### config.mk
export PLATFORM = sky130hd
export DESIGN_NAME = sb_rx_hdr_decoder
export DESIGN_NICKNAME = d
export VERILOG_FILES = /design/src/sb_hdr_pkg.sv /design/src/sb_dec_output_reg.sv /design/src/sb_mbinit_msg_decoder.sv /design/src/sb_mbtrain_msg_decoder.sv /design/src/sb_msg_decode_core.sv /design/src/sb_rx_hdr_decoder.sv /design/src/sb_test_msg_decoder.sv
export SDC_FILE = /design/constraint.sdc
export NUM_CORES = 1
export LEC_CHECK = 0
export BUFFER_PORTS_ARGS = -buffer_cell sky130_fd_sc_hd__buf_2
export CORE_MARGIN = 4
export CORE_UTILIZATION = 33
export CTS_CLUSTER_DIAMETER = 150
export CTS_CLUSTER_SIZE = 24
export DETAILED_ROUTE_END_ITERATION = 16
export HOLD_SLACK_MARGIN = 0.08
export PLACE_DENSITY = 0.63
export REMOVE_ABC_BUFFERS = 1
export SLEW_MARGIN = 20
export SYNTH_ARGS = -nofsm -noshare
export SYNTH_HDL_FRONTEND = slang
export SYNTH_HIERARCHICAL = 1
export SYNTH_SLANG_ARGS = --single-unit
export TNS_END_PERCENT = 20
### constraint.sdc
create_clock -name i_clk -period 1.1 [get_ports i_clk]
set_input_delay 0.11 -clock i_clk [delete_from_list [all_inputs] [get_ports i_clk]]
set_output_delay 0.11 -clock i_clk [all_outputs]
set_load 0.1 [all_outputs]
### src/sb_hdr_pkg.sv
`default_nettype none

package sb_hdr_pkg;

	// **********************************************************************
	// Field widths and info bit positions
	// **********************************************************************

	// Decoded message number and info widths
	localparam int unsigned MSG_NO_W      = 4;
	localparam int unsigned MSG_INFO_W    = 3;

	// Test-class response carries its info in header info bits 5:4
	localparam int unsigned TEST_INFO_LSB = 4;
	localparam int unsigned TEST_INFO_W   = 2;

	// **********************************************************************
	// Message code nibbles
	// **********************************************************************

	// Class nibble, upper half of the message code
	typedef enum logic [3:0] {
		TEST       = 4'h8,
		SBINT      = 4'h9,
		MBINIT     = 4'hA,
		MBTRAIN    = 4'hB,
		RETRAIN    = 4'hC,
		TRAINERROR = 4'hE
	} msg_class_e;

	// Direction nibble, lower half of the message code
	typedef enum logic [3:0] {
		REQ  = 4'h5,
		RESP = 4'hA
	} msg_dir_e;

	// Point/sweep test group of a test message
	typedef enum logic [1:0] {
		TEST_GRP_0 = 2'd0,
		TEST_GRP_1 = 2'd1,
		TEST_GRP_2 = 2'd2,
		TEST_GRP_3 = 2'd3
	} test_grp_e;

	// Raw nibbles, any value may arrive on the link
	typedef struct packed {
		logic [3:0] class_nib;
		logic [3:0] dir_nib;
	} msg_code_t;

	// 64-bit sideband header, MSB first
	typedef struct packed {
		logic [7:0]  rsvd_hi;
		logic [15:0] msg_info;
		logic [7:0]  msg_subcode;
		logic [9:0]  rsvd_mid;
		msg_code_t   msg_code;
		logic [8:0]  rsvd_lo;
		// Carried for layout only, not decoded
		logic [4:0]  opcode;
	} sb_header_t;

	// **********************************************************************
	// Decode result
	// **********************************************************************

	typedef logic [MSG_NO_W-1:0]   msg_no_t;
	typedef logic [MSG_INFO_W-1:0] msg_info_t;

	typedef struct packed {
		msg_no_t   msg_no;
		msg_info_t msg_info;
	} dec_result_t;

	// Request/response number pair, zero for a bad direction
	function automatic msg_no_t pick_no(input msg_dir_e dir, input msg_no_t req_no,
		input msg_no_t resp_no);
		msg_no_t no;
		case (dir)
			REQ:     no = req_no;
			RESP:    no = resp_no;
			default: no = '0;
		endcase
		return no;
	endfunction

endpackage

`default_nettype wire

### src/sb_dec_output_reg.sv
`timescale 1ns/1ps
`default_nettype none

// Output stage, one register between strobe and result
module sb_dec_output_reg (
	input  wire                          i_clk,
	input  wire                          i_rst_n,
	input  wire                          i_start_en,
	input  wire sb_hdr_pkg::dec_result_t i_result,
	input  wire sb_hdr_pkg::test_grp_e   i_test_grp,
	input  wire                          i_is_test,
	output sb_hdr_pkg::dec_result_t      o_result,
	output sb_hdr_pkg::test_grp_e        o_test_grp,
	output logic                         o_sweep_en,
	output logic                         o_dec_header_valid
);

	import sb_hdr_pkg::*;

	// **********************************************************************
	// Decoded result and point/sweep state
	// **********************************************************************

	always_ff @(posedge i_clk or negedge i_rst_n)
	begin
		if (!i_rst_n)
		begin
			o_result   <= '0;
			o_test_grp <= TEST_GRP_0;
			o_sweep_en <= 1'b0;
		end
		else if (i_start_en)
		begin
			// Result loads on every strobe
			o_result   <= i_result;
			o_sweep_en <= i_is_test;
			// Group sticks across non-test messages
			if (i_is_test)
				o_test_grp <= i_test_grp;
		end
	end

	// **********************************************************************
	// Valid pulse
	// **********************************************************************

	// High the cycle after each strobe, low otherwise
	always_ff @(posedge i_clk or negedge i_rst_n)
	begin
		if (!i_rst_n)
			o_dec_header_valid <= 1'b0;
		else
			o_dec_header_valid <= i_start_en;
	end

endmodule

`default_nettype wire

### src/sb_mbinit_msg_decoder.sv
`timescale 1ns/1ps
`default_nettype none

// Mainband-init table, no class check in here
module sb_mbinit_msg_decoder (
	input  wire [7:0]                i_subcode,
	input  wire sb_hdr_pkg::msg_dir_e i_dir,
	input  wire [15:0]               i_info,
	output sb_hdr_pkg::dec_result_t  o_result
);

	import sb_hdr_pkg::*;

	always_comb
	begin
		o_result = '0;
		case (i_subcode)
			// Plain request/response pairs
			8'h00, 8'h02, 8'h03, 8'h09, 8'h0D, 8'h11:
				o_result.msg_no = pick_no(i_dir, 4'd1, 4'd2);
			8'h04, 8'h0A:
			begin
				o_result.msg_no = pick_no(i_dir, 4'd3, 4'd4);
				// Response returns header info bits
				if (i_dir == RESP)
					o_result.msg_info = i_info[MSG_INFO_W-1:0];
			end
			8'h08, 8'h0C, 8'h0F:
				o_result.msg_no = pick_no(i_dir, 4'd5, 4'd6);
			8'h0E, 8'h13:
				o_result.msg_no = pick_no(i_dir, 4'd3, 4'd4);
			8'h10:
				o_result.msg_no = pick_no(i_dir, 4'd7, 4'd8);
			8'h14:
			begin
				o_result.msg_no = pick_no(i_dir, 4'd5, 4'd6);
				// Here it is the request that carries info
				if (i_dir == REQ)
					o_result.msg_info = i_info[MSG_INFO_W-1:0];
			end
			// Unlisted subcode
			default:
				o_result = '0;
		endcase
	end

endmodule

`default_nettype wire

### src/sb_mbtrain_msg_decoder.sv
`timescale 1ns/1ps
`default_nettype none

// Mainband-train table, twelve message numbers
module sb_mbtrain_msg_decoder (
	input  wire [7:0]                i_subcode,
	input  wire sb_hdr_pkg::msg_dir_e i_dir,
	input  wire [15:0]               i_info,
	output sb_hdr_pkg::dec_result_t  o_result
);

	import sb_hdr_pkg::*;

	always_comb
	begin
		o_result = '0;
		case (i_subcode)
			// Messages 1/2
			8'h00, 8'h02, 8'h04, 8'h05, 8'h06, 8'h08, 8'h0A,
			8'h0C, 8'h0E, 8'h11, 8'h13, 8'h15, 8'h1B:
				o_result.msg_no = pick_no(i_dir, 4'd1, 4'd2);
			// Messages 3/4
			8'h01, 8'h03, 8'h07, 8'h09, 8'h0B, 8'h0D,
			8'h10, 8'h12, 8'h14, 8'h16, 8'h1C:
				o_result.msg_no = pick_no(i_dir, 4'd3, 4'd4);
			8'h17, 8'h1D:
				o_result.msg_no = pick_no(i_dir, 4'd5, 4'd6);
			8'h18:
				o_result.msg_no = pick_no(i_dir, 4'd7, 4'd8);
			8'h1E:
			begin
				o_result.msg_no = pick_no(i_dir, 4'd7, 4'd8);
				// Request passes low info bits through
				if (i_dir == REQ)
					o_result.msg_info = i_info[MSG_INFO_W-1:0];
			end
			8'h19:
				o_result.msg_no = pick_no(i_dir, 4'd9, 4'd10);
			8'h1F:
				o_result.msg_no = pick_no(i_dir, 4'd11, 4'd12);
			default:
				o_result = '0;
		endcase
	end

endmodule

`default_nettype wire

### src/sb_msg_decode_core.sv
`timescale 1ns/1ps
`default_nettype none

// Header classification and per-class result select
module sb_msg_decode_core (
	input  wire sb_hdr_pkg::sb_header_t i_header,
	output sb_hdr_pkg::dec_result_t     o_result,
	output sb_hdr_pkg::test_grp_e       o_test_grp,
	output logic                        o_is_test
);

	import sb_hdr_pkg::*;

	msg_class_e  msg_class;
	msg_dir_e    msg_dir;
	logic [7:0]  subcode;
	logic [15:0] info;
	logic        dir_ok;
	dec_result_t test_result;
	dec_result_t mbinit_result;
	dec_result_t mbtrain_result;
	dec_result_t sbint_result;
	dec_result_t retrain_result;
	dec_result_t trainerr_result;

	// **********************************************************************
	// Header fields
	// **********************************************************************

	// Unknown nibbles pass the cast and miss every case below
	assign msg_class = msg_class_e'(i_header.msg_code.class_nib);
	assign msg_dir   = msg_dir_e'(i_header.msg_code.dir_nib);
	assign subcode   = i_header.msg_subcode;
	assign info      = i_header.msg_info;
	assign dir_ok    = (msg_dir == REQ) || (msg_dir == RESP);
	assign o_is_test = (msg_class == TEST);

	// **********************************************************************
	// Large class tables
	// **********************************************************************

	sb_test_msg_decoder test_dec_inst (
		.i_subcode  (subcode),
		.i_dir      (msg_dir),
		.i_info     (info),
		.o_result   (test_result),
		.o_test_grp (o_test_grp)
	);

	sb_mbinit_msg_decoder mbinit_dec_inst (
		.i_subcode (subcode),
		.i_dir     (msg_dir),
		.i_info    (info),
		.o_result  (mbinit_result)
	);

	sb_mbtrain_msg_decoder mbtrain_dec_inst (
		.i_subcode (subcode),
		.i_dir     (msg_dir),
		.i_info    (info),
		.o_result  (mbtrain_result)
	);

	// **********************************************************************
	// Small class tables
	// **********************************************************************

	always_comb
	begin
		sbint_result    = '0;
		retrain_result  = '0;
		trainerr_result = '0;
		// Sideband init, 00 decodes in any direction
		if (subcode == 8'h00)
			sbint_result.msg_no = 4'd3;
		else if (subcode == 8'h01)
			sbint_result.msg_no = pick_no(msg_dir, 4'd1, 4'd2);
		// Retrain, info follows header on both directions
		if (subcode == 8'h01 && dir_ok)
		begin
			retrain_result.msg_no   = pick_no(msg_dir, 4'd1, 4'd2);
			retrain_result.msg_info = info[MSG_INFO_W-1:0];
		end
		// Train error numbers run downward
		if (subcode == 8'h00)
			trainerr_result.msg_no = pick_no(msg_dir, 4'd15, 4'd14);
	end

	// **********************************************************************
	// Class select
	// **********************************************************************

	always_comb
	begin
		case (msg_class)
			TEST:       o_result = test_result;
			SBINT:      o_result = sbint_result;
			MBINIT:     o_result = mbinit_result;
			MBTRAIN:    o_result = mbtrain_result;
			RETRAIN:    o_result = retrain_result;
			TRAINERROR: o_result = trainerr_result;
			default:    o_result = '0;
		endcase
	end

endmodule

`default_nettype wire

### src/sb_rx_hdr_decoder.sv
`timescale 1ns/1ps
`default_nettype none

// Sideband receive header decoder, top level
module sb_rx_hdr_decoder (
	input  wire                         i_clk,
	input  wire                         i_rst_n,
	input  wire                         i_start_en,
	input  wire sb_hdr_pkg::sb_header_t i_header,
	output sb_hdr_pkg::dec_result_t     o_result,
	output sb_hdr_pkg::test_grp_e       o_test_grp,
	output logic                        o_sweep_en,
	output logic                        o_dec_header_valid
);

	import sb_hdr_pkg::*;

	// Combinational decode to register stage
	dec_result_t core_result;
	test_grp_e   core_test_grp;
	logic        core_is_test;

	// Classify and look up
	sb_msg_decode_core sb_msg_decode_core_inst (
		.i_header   (i_header),
		.o_result   (core_result),
		.o_test_grp (core_test_grp),
		.o_is_test  (core_is_test)
	);

	// Sample on the start strobe
	sb_dec_output_reg sb_dec_output_reg_inst (
		.i_clk              (i_clk),
		.i_rst_n            (i_rst_n),
		.i_start_en         (i_start_en),
		.i_result           (core_result),
		.i_test_grp         (core_test_grp),
		.i_is_test          (core_is_test),
		.o_result           (o_result),
		.o_test_grp         (o_test_grp),
		.o_sweep_en         (o_sweep_en),
		.o_dec_header_valid (o_dec_header_valid)
	);

endmodule

`default_nettype wire

### src/sb_test_msg_decoder.sv
`timescale 1ns/1ps
`default_nettype none

// Test-class table, also sorts subcodes into point/sweep groups
module sb_test_msg_decoder (
	input  wire [7:0]                i_subcode,
	input  wire sb_hdr_pkg::msg_dir_e i_dir,
	input  wire [15:0]               i_info,
	output sb_hdr_pkg::dec_result_t  o_result,
	output sb_hdr_pkg::test_grp_e    o_test_grp
);

	import sb_hdr_pkg::*;

	// **********************************************************************
	// Message number and info
	// **********************************************************************

	always_comb
	begin
		// Unmatched subcodes fall through as 0/0
		o_result = '0;
		case (i_subcode)
			8'h01, 8'h05, 8'h07, 8'h0A:
				o_result.msg_no = pick_no(i_dir, 4'd1, 4'd2);
			8'h02:
				o_result.msg_no = pick_no(i_dir, 4'd3, 4'd4);
			8'h03, 8'h0B:
			begin
				o_result.msg_no = pick_no(i_dir, 4'd5, 4'd6);
				// Response reports two info bits
				if (i_dir == RESP)
					o_result.msg_info = msg_info_t'(i_info[TEST_INFO_LSB +: TEST_INFO_W]);
			end
			8'h04, 8'h09, 8'h0D:
				o_result.msg_no = pick_no(i_dir, 4'd7, 4'd8);
			8'h06, 8'h08:
				o_result.msg_no = pick_no(i_dir, 4'd5, 4'd6);
			// Direction ignored here
			8'h0C:
				o_result.msg_no = 4'd9;
			default:
				o_result = '0;
		endcase
	end

	// **********************************************************************
	// Point/sweep group
	// **********************************************************************

	always_comb
	begin
		case (i_subcode)
			8'h01, 8'h03, 8'h04:        o_test_grp = TEST_GRP_0;
			8'h05, 8'h06:               o_test_grp = TEST_GRP_1;
			8'h07, 8'h08, 8'h09:        o_test_grp = TEST_GRP_2;
			8'h0A, 8'h0B, 8'h0C, 8'h0D: o_test_grp = TEST_GRP_3;
			// Includes subcode 02
			default:                    o_test_grp = TEST_GRP_0;
		endcase
	end

endmodule

`default_nettype wire

# After elaboration in Yosys (flattened, before gate mapping)
# Memories as Yosys holds them, arrays and structs flattened.
# Cells that the tools add are included.
[totals] register_bits=11 romBits=32 output_inout_bits=11 memories=1
[mem_list] memory="(name not given)" depth=16 word_bits=2 read_ports=1 rd_clocked_by_memory_dff=0 wr=0 line_no="sb_test_msg_decoder.sv:53" rtl="case (i_subcode)"
[op_classes] n_eq_ne=38 mux=22 n_reduce_logical=17
[ops] op="$eq A8 B5 Y1 const B" count=15
[ops] op="$eq A8 B4 Y1 const B" count=8
[ops] op="$pmux W7 S6" count=1
[ops] op="$eq A8 B3 Y1 const B" count=4
[ops] op="$pmux W4 S2" count=4
[ops] op="$eq A4 B4 Y1 const B" count=7
[ops] op="$pmux W4 S6" count=1
[ops] op="$pmux W4 S5" count=1
[ops] op="$pmux W3 S2" count=3
[ops] op="$eq A8 B2 Y1 const B" count=2
[ops] op="$pmux W4 S4" count=1
[ops] op="$reduce_or A4 Y1" count=4
[ops] op="$reduce_or A13 Y1" count=1
[ops] op="$mux W3" count=4
[ops] op="$reduce_or A11 Y1" count=1
[ops] op="$eq A8 B1 Y1 const B" count=1
[ops] op="$logic_not A8 Y1" count=1
[ops] op="$mux W4" count=2
[ops] op="$reduce_or A2 Y1" count=4
[ops] op="$mux W2" count=3
[ops] op="$reduce_or A6 Y1" count=1
[ops] op="$mux W5" count=1
[ops] op="$eq A4 B3 Y1 const B" count=1
[ops] op="$logic_not A4 Y1" count=1
[ops] op="other kinds (5)" count=5

# Logic depth before layout (Yosys ltp)
[depth] depth_word=5 mapped_depth=11 mapped_depth_nobuf=10

# Modules after synthesis
# The synthesis kept the hierarchy.
[modules_own_cells] module="sb_dec_output_reg" instances=1 cells_per_inst=24 area_each_um2=415.4 seq_area_each_um2=275.3
[modules_own_cells] module="sb_test_msg_decoder" instances=1 cells_per_inst=53 area_each_um2=399.1 seq_area_each_um2=0.0
[modules_own_cells] module="sb_msg_decode_core" instances=1 cells_per_inst=56 area_each_um2=385.4 seq_area_each_um2=0.0
[modules_own_cells] module="sb_mbtrain_msg_decoder" instances=1 cells_per_inst=49 area_each_um2=344.1 seq_area_each_um2=0.0
[modules_own_cells] module="sb_mbinit_msg_decoder" instances=1 cells_per_inst=47 area_each_um2=322.8 seq_area_each_um2=0.0

# Least setup slack after synthesis
# Ideal clock, no wire load.
[synth_path] path_kind="input-to-reg" start="input i_header[32] (netlist bit)" end="register sb_dec_output_reg_inst/o_result[3] (netlist name)" t_arrival_ns=1.579 path_slack_ns=-0.604 path_stages=10 n_path_buf=1 path_cell_list="ha_1 clkbuf_1 or4_1 o21ai_0 a221oi_1 mux2i_1 o21ai_0 nand2_1 o211ai_1 mux2_2"
[synth_rtl] element="start: declaration" line_no="sb_rx_hdr_decoder.sv:9" rtl="input wire sb_hdr_pkg::sb_header_t i_header,"

==> metrics.md <==
| Metric | Value |
|---|---|
| Final worst setup slack | `-0.686 ns` |
| DRC viols | `0` |
| Seq cells post-synth | `11` |
| Max Clock Freq | `560 MHz` |
| Cell Chain, Critical Path | `buf_2 -> nand4bb_4 -> or4_4 -> o41ai_2 -> buf_4 -> and2_1 -> mux2i_1 -> o21ai_1 -> a32o_1 -> mux2_2` |
| Clk slew on worst S/H paths | `0.05 ns` |
| Hold WC Path Type | `in2reg` |
| Slew Viols, Final | `0` |
| Leading area contributor after synthesis | `dfrtp_1` |
| CP Max Fanout | `3` |
| Total track usage | `14.8%` |
| First-pass GRT wire length | `8840 microns` |
| Chip Width | `83.2 microns` |
| Status | `finished, violations left` |
| Area delta synth->final | `46.3%` |
| Pre-Repair DR Iteration Count | `4` |
| Final hold slack | `0.141 ns` |
| Initial DRC Count | `148` |
| CTS tree | `yes` |
| Vias/cell | `5.50` |
| Endpoints failing setup | `8` |
| Clock root buffer | `clkbuf_8` |
| Yosys warns | `6` |
| Die Ht | `83.2 microns` |
| Fin crit period | `1.79 ns` |
| Clock Latency Late Sink | `0.24 ns` |
| Layout cells sized above 1 | `42.7%` |
| Post-Syn Instances | `229` |
| Post-synth EDFFs | `0` |
| Setup_tns | `-4.35 ns` |
| Final ANT Viol Nets | `0` |
| Via count | `2045` |
| Clock H-tree levels | `1` |
| Cell with the most instances after synthesis | `nand2_1` |
| Initial Util | `33.9%` |
| WL per Instance | `14.3 microns` |
| Syn avg cell area | `8.15 sq um` |
| DP Wirelength | `4150 microns` |
| Worst Setup Start Kind | `input port` |
| Worst path slowest cell | `or4_4` |
| Final hold violations | `0` |
| Vias in the first global route | `1921` |
| Synth unique cells | `65` |
| Critical Path AT | `1.96 ns` |
| Largest net degree at the start of global routing | `16` |
| Total congestion overflow | `0` |
| Leak | `1.16 nW` |
| Postcts setup bufs | `0` |
| Die area | `6920 sq um` |
| Failing checks | `negative setup slack` |
| Sink Count | `11` |
| Register Area | `275 sq um` |
| TritonCTS Buffers | `3` |
| Synth top area cells | `dfrtp_1 (15%), mux2i_1 (4.8%), mux2_2 (4.2%)` |
| Max VDD drop | `0.976 mV` |
| Routability cong. | `0.815` |
| FP Rows | `27` |
| Most used DFF post-synth | `dfrtp_1` |
| Worst clock skew | `0 ns` |
| Async set or reset register ratio after synthesis | `100%` |
| Yosys top cell area share | `14.7%` |
| Fill cell count | `527` |
| Final WL | `5320 microns` |
| CORE AREA | `5510 sq um` |
| Antenna cells | `0` |
| Post-synthesis sequential area ratio | `14.7%` |
| PwrDens | `549 nW/um^2` |
| Max Cap Viol | `0` |
| Fin nets | `373` |
| Area of the multi-input gates | `1530 sq um` |
| Max incr delay on CP | `0.45 ns` |
| Io pins | `78` |
| CP Capture Type | `register` |
| Data required time of the worst path | `1.28 ns` |
| Crit Path Category | `in2reg` |
| Synthesized cell area | `1870 sq um` |
| Top cells by count, synth | `nand2_1 (16), nand3_1 (14), a21oi_1 (12)` |
| Initial antenna violation count | `0` |
| I/O Buffers | `34` |
| Maximum clock path buffer count | `2` |
| Period utilisation layout | `162%` |
| RSZ-0062 raised after global routing | `yes` |
==> routing by layer <==
metal  GRT usage (%)  wire length, microns  part of all wire, %
met1            21.5                  2730                   51
met4            1.19                     0                    0
met2            24.0                  2410                   45
met3            2.18                   183                  3.4
met5               0                     0                    0
==> registers in the layout, indices dropped and copies added, names as in the netlist <==
name / flops
sb_dec_output_reg_inst/o_sweep_en: 1
sb_dec_output_reg_inst/o_result: 7
sb_dec_output_reg_inst/o_test_grp: 2
sb_dec_output_reg_inst/o_dec_header_valid: 1
==> logic make-up after synthesis <==
logic type                 Yosys count  synth area share, %
AOI/OAI and AO/OA                   57                 22.6
other                                1                0.201
and+or+nand+nor                    103                 38.0
DFF                                 11                 14.7
adders and majority gates            5                 3.35
muxes                               18                 10.7
xor gates and xnor gates             4                 1.88
buffers and inverters               30                 8.58
==> stage by stage <==
step	std cells	total power [W]	cell area, sq um	utilization (%)	worst slack, ns
2_1_floorplan	208	0.000686	1740	-	-0.600
3_3_place_gp	367	0.00105	2560	46.6	-0.989
3_5_place_dp	367	0.00106	2560	46.6	-1.00
4_1_cts	372	0.00150	2700	49.0	-0.664
5_1_grt	372	0.00160	2730	49.6	-0.783
6_report	372	0.00150	2730	49.6	-0.686
==> power breakdown <==
group	internal [W]	total, W	switching (W)	leakage [nW]
Combinational	0.000317	0.000686	0.000369	0.982
Sequential	0.000412	0.000419	0.00000679	0.151
Clock	0.000253	0.000395	0.000141	0.0228
==> cells in the final DEF (no fill, tap or decap), drive strengths merged, types with 3 or more instances in the layout <==
master / netlist / layout
buf: 14 / 86
nand2: 17 / 17
nand3: 14 / 14
a21oi: 12 / 12
dfrtp: 11 / 11
o21ai: 11 / 11
mux2i: 9 / 9
mux2: 9 / 9
inv: 9 / 9
and2: 7 / 7
nor3: 7 / 7
nor2b: 7 / 7
nor4: 7 / 7
nand2b: 5 / 5
nor2: 5 / 5
o22ai: 5 / 5
nor3b: 5 / 5
clkbuf: 7 / 5
ha: 5 / 5
or4: 4 / 4
a32o: 4 / 4
or3: 3 / 3
nand4b: 3 / 3
and4b: 3 / 3
xnor2: 3 / 3
a2bb2oi: 3 / 3
a31oi: 3 / 3
and4bb: 3 / 3
nor4b: 3 / 3
a311oi: 3 / 3
==> final cells by class <==
type,count,area share [%]
timing repair buffer,88,27.9
sequential,11,10.1
clock buffer,4,1.65
inverter,9,1.24
tap,72,3.30
multi-input combinational,188,55.9
==> critical path: cells and delay by family <==
kind	cells	cell delay (ns)
AOI/OAI and AO/OA	3	0.58
and+or+nand+nor	3	0.79
muxes	2	0.21
buffers and inverters	2	0.27
==> what timing repair did <==
| item | CTS | global route |
|---|---|---|
| pin swaps | 3 | 0 |
| gates resized for setup | 24 | 6 |
| endpoints found under the setup margin | 9 | 9 |
| hold buffers | 1 | 0 |
| endpoints found under the hold margin | 11 | 0 |
==> worst paths after layout <==
check,start,endpoint,slack [ns],cells past startpoint
setup / recovery,i_header[16],sb_dec_output_reg_inst/o_result[1],-0.69,10
hold / removal,i_start_en,sb_dec_output_reg_inst/o_dec_header_valid,0.14,1
setup reg to reg,sb_dec_output_reg_inst/o_result[6],sb_dec_output_reg_inst/o_result[6],0.30,1
hold reg to reg,sb_dec_output_reg_inst/o_sweep_en,sb_dec_output_reg_inst/o_sweep_en,0.57,2
max in group asynchronous,i_rst_n,sb_dec_output_reg_inst/o_test_grp[1],0.61,2
min in group asynchronous,i_rst_n,sb_dec_output_reg_inst/o_result[2],0.28,2
(Power assumes the default switching activity.)
